==> src/colmix_pkg.sv <==
// ====================
// colour mixer package
// widths, delay depth and shadow marker of the mixer
// ====================
package colmix_pkg;

    // palette ram geometry
    localparam int pal_aw = 11;               // 2048 entries
    localparam int pal_dw = 16;               // bit 15 shadow enable, then b/g/r

    // palette index below the obj/tile select bit
    localparam int idx_w = pal_aw - 1;

    // layer candidate with the shadow flag above the palette address
    localparam int lyr_w = pal_aw + 1;

    // output channels
    localparam int rgb_w = 5;
    localparam int col_w = 3 * rgb_w;         // {blue, green, red}

    // pixel code widths coming from the generators
    localparam int char_w = 7;                // prio bit and 6 bit colour
    localparam int scr_w  = 11;               // prio bit and 10 bit colour
    localparam int obj_w  = 12;               // 2 prio bits and 10 bit colour

    // colour and blanking pipe depth in pxl_cen steps
    localparam int blank_dly = 2;

    // object colour bits 9:4 all set marks a shadow sprite
    localparam logic [5:0] shadow_code = 6'h3f;

endpackage

==> src/shade_blank.sv <==
// ====================
// shade and blank
// shadow halving, video enable and the blanking delay line
// ====================
module shade_blank (
    input  logic                          clk,
    input  logic                          rst_n,
    input  logic                          pxl_cen,
    input  logic                          video_en,
    input  logic                          shadow,      // from layer_prio for the pal_q pixel
    input  logic [colmix_pkg::pal_dw-1:0] pal_q,
    input  logic                          LHBL,
    input  logic                          LVBL,
    output logic [colmix_pkg::rgb_w-1:0]  red,
    output logic [colmix_pkg::rgb_w-1:0]  green,
    output logic [colmix_pkg::rgb_w-1:0]  blue,
    output logic                          LHBL_dly,
    output logic                          LVBL_dly
);
    import colmix_pkg::*;

    logic [col_w-1:0]     shaded;              // {b, g, r} before the pipe
    logic                 hb_s;                // flags taken with the pixel codes
    logic                 vb_s;
    logic [col_w-1:0]     col_q [blank_dly];
    logic [blank_dly-1:0] hb_q;
    logic [blank_dly-1:0] vb_q;

    always_comb begin
        shaded = pal_q[col_w-1:0];
        // shadow only bites on entries that allow it
        if (shadow && pal_q[pal_dw-1]) begin
            for (int i = 0; i < 3; i++)
                shaded[i*rgb_w +: rgb_w] = pal_q[i*rgb_w +: rgb_w] >> 1;
        end
        if (!video_en)
            shaded = '0;
    end

    always_ff @(posedge clk) begin
        if (!rst_n) begin
            hb_s <= 1'b0;
            vb_s <= 1'b0;
            hb_q <= '0;                        // blanked out of reset
            vb_q <= '0;
            for (int i = 0; i < blank_dly; i++)
                col_q[i] <= '0;
        end else if (pxl_cen) begin
            hb_s <= LHBL;
            vb_s <= LVBL;
            // ram word is ready by the first stage
            col_q[0] <= (hb_s && vb_s) ? shaded : '0;
            hb_q[0]  <= hb_s;
            vb_q[0]  <= vb_s;
            for (int i = 1; i < blank_dly; i++) begin
                col_q[i] <= (hb_q[i-1] && vb_q[i-1]) ? col_q[i-1] : '0;
                hb_q[i]  <= hb_q[i-1];
                vb_q[i]  <= vb_q[i-1];
            end
        end
    end

    // last stage drives the pins
    assign {blue, green, red} = col_q[blank_dly-1];
    assign LHBL_dly = hb_q[blank_dly-1];
    assign LVBL_dly = vb_q[blank_dly-1];

endmodule

==> config.mk <==
export PLATFORM = sky130hd
export DESIGN_NAME = shade_blank
export DESIGN_NICKNAME = d
export VERILOG_FILES = /design/src/colmix_pkg.sv /design/src/shade_blank.sv
export SDC_FILE = /design/constraint.sdc
export NUM_CORES = 1
export LEC_CHECK = 0
export BUFFER_PORTS_ARGS = -buffer_cell sky130_fd_sc_hd__buf_2
export CAP_MARGIN = 30
export CORE_UTILIZATION = 35
export DETAILED_ROUTE_END_ITERATION = 10
export GPL_TIMING_DRIVEN = 0
export SYNTH_ARGS = -nofsm -noshare
export SYNTH_HDL_FRONTEND = slang
export SYNTH_SLANG_ARGS = --single-unit
==> constraint.sdc <==
create_clock -name clk -period 2.55 [get_ports clk]
set_input_delay 0.1275 -clock clk [delete_from_list [all_inputs] [get_ports clk]]
set_output_delay 0.1275 -clock clk [all_outputs]
set_load 0.02 [all_outputs]
==> impl_metrics.yaml <==
clocking:
  numCtsBuffers: 5
  cts_max_level: 2
  cts_buffer_depth: 2
  cts.sinks: 36
  clock-root-buffer: "clkbuf_8"
  cts_resized: 0
  cts_tree: "done"
  clkTransAtPathRegs_ps: 60
  clock_latency_ps: 280
  post_cts_buffers: 0
  hold_buffers: 0
sta:
  grt_setup_unrepaired: "no"
  slew_violations: 0
  fmax_mhz: 861
  relSlewSlack: 0.540
  tns_ps: 0
  tightest_slew_ps: 689
  timing_hold_violations_final: 0
  finalSetupViolCount: 0
  fin_hold_ws_ps: 105
  min_period_ps: 1160
  finClkSkew_ps: 5.37
  period_share: 0.455
worst_hold_path:
  hold_path.class: "primary input to register"
logic_synthesis:
  synthesis.area_um2: 1780
  synth-simple-area-share: 0.140
  syn-instance-count: 133
  synth_top_family_by_area: "compound AO/OA/AOI/OAI gates"
  synth-seq-cells: 36
  synthXorXnorAreaFrac: 0
  synth_mux_area_frac: 0.0337
  ys_types: 18
  synth_fa_ha_area_frac: 0
  synth_nets: 156
  yosysWarnings: 0
  avgSynthCellArea_um2: 13.4
  synth-seq-area-share: 0.573
  synth_compound_area_frac: 0.146
power_and_ir_drop:
  ir_worst_vdd_mv: 0.162
  seqPwrFrac: 0.583
  power.density_nw_per_um2: 534
  p_switching_w: 0.000237
  comb_power_share: 0.110
  clock_power_share: 0.306
  leakage_nw: 0.911
  p_int_w: 0.000903
  sw_frac_of_total: 0.208
floorplan:
  fp.coreArea_um2: 4820
  pin_count: 40
  num_rows: 25
  start_util: 0.370
  floorplan.die_area_um2: 5380
  die_x_um: 73.3
  die_y_um: 73.3
detailed_routing:
  first_iter_violations: 25
  drc: 0
  drt_pass1_iterations: 4
  routedWlPerCell_um: 10.9
  wirelength_um: 2660
  routed_via_density: 4.38
  vias: 1069
  ant_nets: 0
final_layout:
  drive_gt1_frac: 0.514
  fin_util: 0.444
  diodes: 0
  nets: 200
  nFillCells: 496
  area_growth_pct: 20.0
global_route:
  antenna_found_initial: 0
  grt_usage: 0.113
  grt_overflow_total: 0
  grt_pass1_wl_um: 4390
  grt_pass1_vias: 967
  grt_max_degree: 17
status:
  status: "completed"
worst_setup_path:
  setup.worst_path.end: "col_q[0][9]"
  reg2reg_to: "col_q[0][9]"
  criticalPathCategory: "register to register"
  r2r-start: "hb_s"
  cp_max_fo: 6
  required_ps: 2610
  crit_start: "hb_s"
  cp-start-kind: "register"
  rr_worst_depth: 2
  cp-end-kind: "register"
  rrSetupSlack_ps: 1390
  cp_data_arrival_time_ps: 1220
placed_design:
  portBuffers: 36
  hpwl_um: 2100
  place_congestion: 0.892
run:
  max_cap_viol_count: 0
-- worst min-delay path by stage --
stage	startpoint	to	slack (ps)	cells past startpoint
global placement	LHBL	hb_s	380	3
global route	LHBL	hb_s	110	3
CTS	LHBL	hb_s	100	3
floorplan	rst_n	hb_q[0]	260	1
detailed placement	LHBL	hb_s	400	3
finish	LHBL	hb_s	110	3
-- placed cells by master, fill, tap and decap left out, drive strengths merged, types with 2 or more instances in the layout --
cell and n:
mux2i 6, a211oi 12, dfxtp 6, buf 62, clkbuf 6, a21bo 12
nor2b 6, inv 2, edfxtp 30, nand3 12, and2 16, nor4b 2
-- cells in the mapped netlist --
cell      instances  area [um2]
inv_1             2        7.51
nor2b_1           6        37.5
nand3_1          12        60.1
buf_6             2        22.5
nor4_1            1        6.26
a211oi_1          2        15.0
buf_4            18         135
and4_1            1        8.76
dfxtp_1           6         120
a21bo_2          12         120
buf_2             5        25.0
edfxtp_1         30         901
nand2b_1          1        6.26
nand4_2           1        12.5
mux2i_1           6        60.1
nor4b_1           2        17.5
and2_1           16         100
a211oi_2         10         125
-- worst max-delay path: stages (launching register included) --
cell	delay [ps]
dfxtp_1	390
nand4_2	190
nor4b_1	360
-- through the flow --
step / setup WS [ps] / total power (W) / std cells / area, um2
after floorplan: 1080 / 0.000764 / 133 / 1780
after global placement: 898 / 0.000799 / 236 / 2040
after detailed placement: 1120 / 0.000805 / 237 / 2060
after CTS: 1410 / 0.00115 / 244 / 2140
after global routing: 1290 / 0.00119 / 244 / 2140
final: 1390 / 0.00114 / 244 / 2140
-- cell type report --
class	count	area, um2	area share
clock inverters	1	5.00	0.00234
clock buffers	6	72.6	0.0340
multi-input cells	70	569	0.266
repair buffers	37	195	0.0913
well taps	67	83.8	0.0392
inverters	2	7.51	0.00351
flip-flops and latches	36	1020	0.478
plain buffers	25	183	0.0855
-- state kept, by name, indices dropped and copies added, names as in the netlist --
name   flops
col_q     30
hb_q       2
vb_q       2
hb_s       1
vb_s       1
-- power groups by stage --
stage | clock network [W] | logic [W] | registers (W)
after global routing | 0.000384 | 0.000137 | 0.000668
after global placement | 0 | 0.000121 | 0.000678
after floorplan | 0 | 0.0000869 | 0.000677
after CTS | 0.000361 | 0.000127 | 0.000666
final | 0.000349 | 0.000126 | 0.000665
after detailed placement | 0 | 0.000126 | 0.000678
-- layer usage --
| layer | GRT usage | part of all wire |
|---|---|---|
| met1 | 0.134 | 0.45 |
| met2 | 0.173 | 0.47 |
| met3 | 0.0357 | 0.057 |
| met4 | 0.0791 | 0.028 |
| met5 | 0 | 0 |
-- cell families (layout without fill, tap and decap cells) --
family,count (synthesis),count (layout)
buffers and inverters,27,71
AO/OA/AOI/OAI,24,24
flip-flops,36,36
AND/OR/NAND/NOR,40,40
multiplexers,6,6
No activity file was read; power rests on OpenSTA's default activity.
