<file path="src/colmix_pkg.sv">
// ====================
// colour mixer package
// widths, delay depth and shadow marker of the mixer
// ====================
package colmix_pkg;

    // palette ram geometry
    localparam int pal_aw = 11;               // 2048 entries
    localparam int pal_dw = 16;               // bit 15 shadow enable, then b/g/r

    // palette index below the obj/tile select bit
    localparam int idx_w = pal_aw - 1;

    // layer candidate with the shadow flag above the palette address
    localparam int lyr_w = pal_aw + 1;

    // output channels
    localparam int rgb_w = 5;
    localparam int col_w = 3 * rgb_w;         // {blue, green, red}

    // pixel code widths coming from the generators
    localparam int char_w = 7;                // prio bit and 6 bit colour
    localparam int scr_w  = 11;               // prio bit and 10 bit colour
    localparam int obj_w  = 12;               // 2 prio bits and 10 bit colour

    // colour and blanking pipe depth in pxl_cen steps
    localparam int blank_dly = 2;

    // object colour bits 9:4 all set marks a shadow sprite
    localparam logic [5:0] shadow_code = 6'h3f;

endpackage

</file>
<file path="src/layer_prio.sv">
// ====================
// layer priority
// gates the four layers, resolves object vs tile per layer
// and picks the palette address of the front opaque layer
// ====================
module layer_prio (
    input  logic                          clk,
    input  logic                          rst_n,
    input  logic                          pxl_cen,
    input  logic [3:0]                    gfx_en,    // char, scr1, scr2, obj
    input  logic [colmix_pkg::char_w-1:0] char_pxl,
    input  logic [colmix_pkg::scr_w-1:0]  scr1_pxl,
    input  logic [colmix_pkg::scr_w-1:0]  scr2_pxl,
    input  logic [colmix_pkg::obj_w-1:0]  obj_pxl,
    output logic [colmix_pkg::pal_aw-1:0] pal_addr,
    output logic                          shadow
);
    import colmix_pkg::*;

    // gated pixel codes
    logic [char_w-1:0] char_g;
    logic [scr_w-1:0]  scr1_g;
    logic [scr_w-1:0]  scr2_g;
    logic [obj_w-1:0]  obj_g;

    logic [1:0]        obj_prio;
    logic [idx_w-1:0]  char_idx;                 // char colour widened to palette index

    // registered candidates, one per tile layer
    // {shadow, is_obj, index}
    logic [lyr_w-1:0]  lyr0;
    logic [lyr_w-1:0]  lyr1;
    logic [lyr_w-1:0]  lyr2;

    // object wins over the tile unless the tile is in front
    function automatic logic [lyr_w-1:0] tile_or_obj(
        input logic [idx_w-1:0] obj,
        input logic [idx_w-1:0] tile,
        input logic             tile_prio,
        input logic             obj_high
    );
        logic keep_tile;
        keep_tile = (obj[3:0] == 4'd0) || tile_prio || !obj_high;
        if (keep_tile)
            return {2'b00, tile};
        else if (obj[9:4] == shadow_code)
            return {2'b10, tile};                // tile stays but darkened
        else
            return {2'b01, obj};
    endfunction

    // objects use the whole nibble for opacity and tiles only 3 bits
    function automatic logic opaque(input logic [lyr_w-1:0] c);
        return c[idx_w] ? (c[3:0] != 4'd0) : (c[2:0] != 3'd0);
    endfunction

    // transparent colour = low nibble cleared
    always_comb begin
        char_g = char_pxl;
        scr1_g = scr1_pxl;
        scr2_g = scr2_pxl;
        obj_g  = obj_pxl;
        if (!gfx_en[0]) char_g[3:0] = 4'd0;
        if (!gfx_en[1]) scr1_g[3:0] = 4'd0;
        if (!gfx_en[2]) scr2_g[3:0] = 4'd0;
        if (!gfx_en[3]) obj_g[3:0]  = 4'd0;
    end

    assign obj_prio = obj_g[obj_w-1 -: 2];
    assign char_idx = {{(idx_w-char_w+1){1'b0}}, char_g[char_w-2:0]};

    always_ff @(posedge clk) begin
        if (!rst_n) begin
            lyr0 <= '0;
            lyr1 <= '0;
            lyr2 <= '0;
        end else if (pxl_cen) begin
            // char needs top object priority and scr2 any non-zero one
            lyr0 <= tile_or_obj(obj_g[idx_w-1:0], char_idx,
                                char_g[char_w-1], obj_prio == 2'd3);
            lyr1 <= tile_or_obj(obj_g[idx_w-1:0], scr1_g[idx_w-1:0],
                                scr1_g[scr_w-1], obj_prio >= 2'd2);
            lyr2 <= tile_or_obj(obj_g[idx_w-1:0], scr2_g[idx_w-1:0],
                                scr2_g[scr_w-1], obj_prio >= 2'd1);
        end
    end

    // front to back with scr2 as the backdrop
    always_comb begin
        if (opaque(lyr0))
            {shadow, pal_addr} = lyr0;
        else if (opaque(lyr1))
            {shadow, pal_addr} = lyr1;
        else
            {shadow, pal_addr} = lyr2;
    end

endmodule

</file>
<file path="config.mk">
export PLATFORM = sky130hd
export DESIGN_NAME = layer_prio
export DESIGN_NICKNAME = d
export VERILOG_FILES = /design/src/colmix_pkg.sv /design/src/layer_prio.sv
export SDC_FILE = /design/constraint.sdc
export NUM_CORES = 1
export LEC_CHECK = 0
export ABC_AREA = 1
export BUFFER_PORTS_ARGS = -buffer_cell sky130_fd_sc_hd__buf_2
export CAP_MARGIN = 20
export CORE_ASPECT_RATIO = 1.4
export CORE_MARGIN = 1.5
export CORE_UTILIZATION = 53
export DETAILED_ROUTE_END_ITERATION = 7
export PLACE_DENSITY = 0.8
export SETUP_SLACK_MARGIN = 0.05
export SLEW_MARGIN = 20
export SYNTH_ARGS = -nofsm -noshare
export SYNTH_HDL_FRONTEND = slang
export SYNTH_SLANG_ARGS = --single-unit
</file>
<file path="constraint.sdc">
create_clock -name clk -period 1.65 [get_ports clk]
set_input_delay 0.165 -clock clk [delete_from_list [all_inputs] [get_ports clk]]
set_output_delay 0.165 -clock clk [all_outputs]
set_load 0.01 [all_outputs]
</file>
==> impl_metrics.tcl <==
set metrics [dict create \
    outcome "finished, violations left" \
    failed_checks "setup timing" \
    gp_congestion 0.907 \
    criticalPathCategory "reg -> out" \
    cts_tree "yes" \
    cts-root-buf "clkbuf_8" \
    wl_met3_um 317 \
    drv_slew 0 \
    num_rows 28 \
    finalWirelength_mm 6.01 \
    synth-edff-count 0 \
    fillers 407 \
    vdd_ir_drop_max_uv 436 \
    grt_use_total 0.266 \
    power_leakage_nw 1.51 \
    yosysWarnings 0 \
    vias 2479 \
    synth_cell_types 26 \
    max_stage_delay_ns 0.32 \
    pin_count 60 \
    pre_cts_ws_ns 0.194 \
    dr.pass1.iters 5 \
    setup_violations 3 \
    dieArea_sq_um 4730 \
    synth_most_common_cell "nand2_1" \
    area_delta_synth_final_pct 21.8 \
    crit_chain "inv_2 -> o211ai_1 -> nor2_2 -> buf_6 -> o211ai_1 -> o21ai_1 -> buf_2" \
    ys_top_cells_by_count "nand2_1, inv_1, nand3_1" \
    port_buffers 59 \
    synth_flop_cell "dfxtp_1" \
    grt_pass1_vias 2187 \
    drc 0 \
    rrSetupSlack_ns 0.81 \
    fin_area_sq_um 2790 \
    core_area_sq_um 4200 \
    timing.rr.start "lyr0[0]" \
    n_antenna_cell 0 \
    cts-hold-fix-buffers 0 \
    clock_latency_ns 0.28 \
    hpwl_mm 4.37 \
    dpl_cell_area_sq_um 2610 \
    yosys_register_bits 36 \
    fin_nets 482 \
    rsz0062_at_grt "true" \
    hold_slack_ns 0.144 \
    overflow 0 \
    syn-mean-instance-area_sq_um 6.14 \
    async_flop_share 0 \
    top_layer "met4" \
    die_w_um 58.6 \
    ys_seq_area_frac 0.315 \
    worst_setup_path_end_kind "primary output" \
    slew_headroom 0.706 \
    synth_top_cell_by_area "dfxtp_1" \
    hold_viol 0 \
    rr_worst_depth 5 \
    period_share 1.03 \
    maxCapViolCount 0 \
    wl_met2_mm 2.93 \
    cp_slowest_cell "dfxtp_2" \
    critical_path.startpoint "lyr0[3]" \
    grt_pass1_wl_mm 9.67 \
    cts.clk_slew.worst_paths_ns 0.07 \
    numCtsBuffers 5 \
    total_power_mw 2.27 \
    clockBufferDepth 2 \
    clock-sinks 36 \
    fp.dieH_um 80.8 \
    met1_length_mm 2.60 \
    syn-num-nets 421 \
    final_core_util 0.664 \
    yosysTopAreaCellShare 0.315 \
    min_path_type "in -> reg" \
    synth_area_leaders "dfxtp_1, nand2_1, inv_1" \
    start_util 0.545 \
    timing.rr.end "lyr0[0]" \
    grt_max_degree 37 \
    netlist_area_sq_um 2290 \
    cp-start-kind "register" \
    period_needed_ns 1.70 \
    synth_cells 373 \
    max_freq_mhz 589 \
    drive_gt1_frac 0.267 \
    worstMarginPinSlew_ns 0.441 \
    worst_path_most_repeated_cell "o211ai_1" \
    viasPerCell 5.16 \
    drt-wirelength-per-cell_um 12.5 \
    required_ns 1.48 \
    pwr_density_cell_nw_per_um2 814 \
    critPathMaxFanout 6 \
    worst_clock_skew_ns 0 \
    cts_htree_levels 2 \
    endpoint "pal_addr[10]" \
    ant_nets 0 \
    worst_slack_ns -0.0478 \
    drt_iter0_drc 90 \
    cp.arrival_ns 1.53 \
    antenna_found_initial 0 \
]
==> state kept, by name, summed over array words and instances, names as in the netlist <==
| register | cells |
|---|---|
| lyr1 | 12 |
| lyr2 | 12 |
| lyr0 | 12 |
==> cell usage in the layout (no fill, tap or decap) <==
cell and instances:
a21oi_1 35, nor2_2 5, clkinv_1 1, nand2_2 11, clkbuf_1 1, dfxtp_1 32
nor2_8 1, inv_1 57, nand2_4 1, dfxtp_2 4, nor2_1 9, buf_4 8
a21oi_2 4, o21ai_2 1, o21ai_0 14, nor4_1 1, buf_2 58, nand3_1 42
nand4_1 1, clkbuf_8 5, buf_12 1, inv_4 1, bufinv_16 1, inv_2 7
nand2_1 109, nor2_4 2, clkinv_2 1, buf_6 4, nand4_2 1, nand3b_1 1
o21ai_1 5, o211ai_1 11
==> how the worst min path moves through the flow <==
| stage | slack [ns] | startpoint | endpoint | depth (start not counted) |
|---|---|---|---|---|
| floorplan | 0.30 | obj_pxl[6] | lyr0[6] | 2 |
| global placement | 0.44 | obj_pxl[9] | lyr0[9] | 3 |
| detailed placement | 0.44 | obj_pxl[9] | lyr0[9] | 3 |
| CTS | 0.14 | obj_pxl[7] | lyr0[7] | 3 |
| global route | 0.15 | obj_pxl[8] | lyr0[8] | 3 |
| finish | 0.14 | obj_pxl[7] | lyr0[7] | 3 |
==> worst max-delay path, delay by kind of cell (launching register included) <==
family / cells / cell delay (ns)
DFF: 1 / 0.32
and+or+nand+nor: 1 / 0.22
buffers and inverters: 3 / 0.39
AOI/OAI and AO/OA: 3 / 0.31
==> cell families (layout without fill, tap and decap cells) <==
logic type             Yosys count  in the layout  synth area share
AO/OA/AOI/OAI                   70             70             0.171
buffers and inverters           83            145             0.153
flip-flops                      36             36             0.315
AND/OR/NAND/NOR                184            184             0.361
==> routing by layer <==
layer / vias to the layer above / GRT usage
met2: 80 / 0.434
met3: 13 / 0.0510
met5: - / 0
met4: 0 / 0.0977
li1: 1301 / -
met1: 1085 / 0.347
==> repair_timing <==
action	in CTS	in global routing
gates cloned	1	0
gates resized for setup	14	14
endpoints found under the setup margin	9	12
pin swaps	3	4
setup buffers	3	1
==> report_power, final <==
part / switching, mW / total, mW / internal [mW] / leakage, nW
combinational: 0.343 / 0.571 / 0.228 / 1.16
sequential: 0.0220 / 0.940 / 0.918 / 0.298
clock: 0.311 / 0.760 / 0.448 / 0.0552
total: 0.677 / 2.27 / 1.59 / 1.51
==> stage by stage <==
stage,TNS (ns),instances
global route,-0.864,480
global placement,0,467
finish,-0.0855,480
floorplan,0,373
detailed placement,0,467
CTS,-0.0287,479
==> cell type report <==
cell class / instances / area [sq um] / area share
clock buffer: 6 / 72.6 / 0.0260
clock inverter: 2 / 35.0 / 0.0126
sequential: 36 / 726 / 0.260
tap: 45 / 56.3 / 0.0202
inverter: 66 / 250 / 0.0896
multi-input combinational: 254 / 1240 / 0.443
timing repair buffer: 71 / 415 / 0.149
Note: power is estimated with default switching activity, not from simulation.
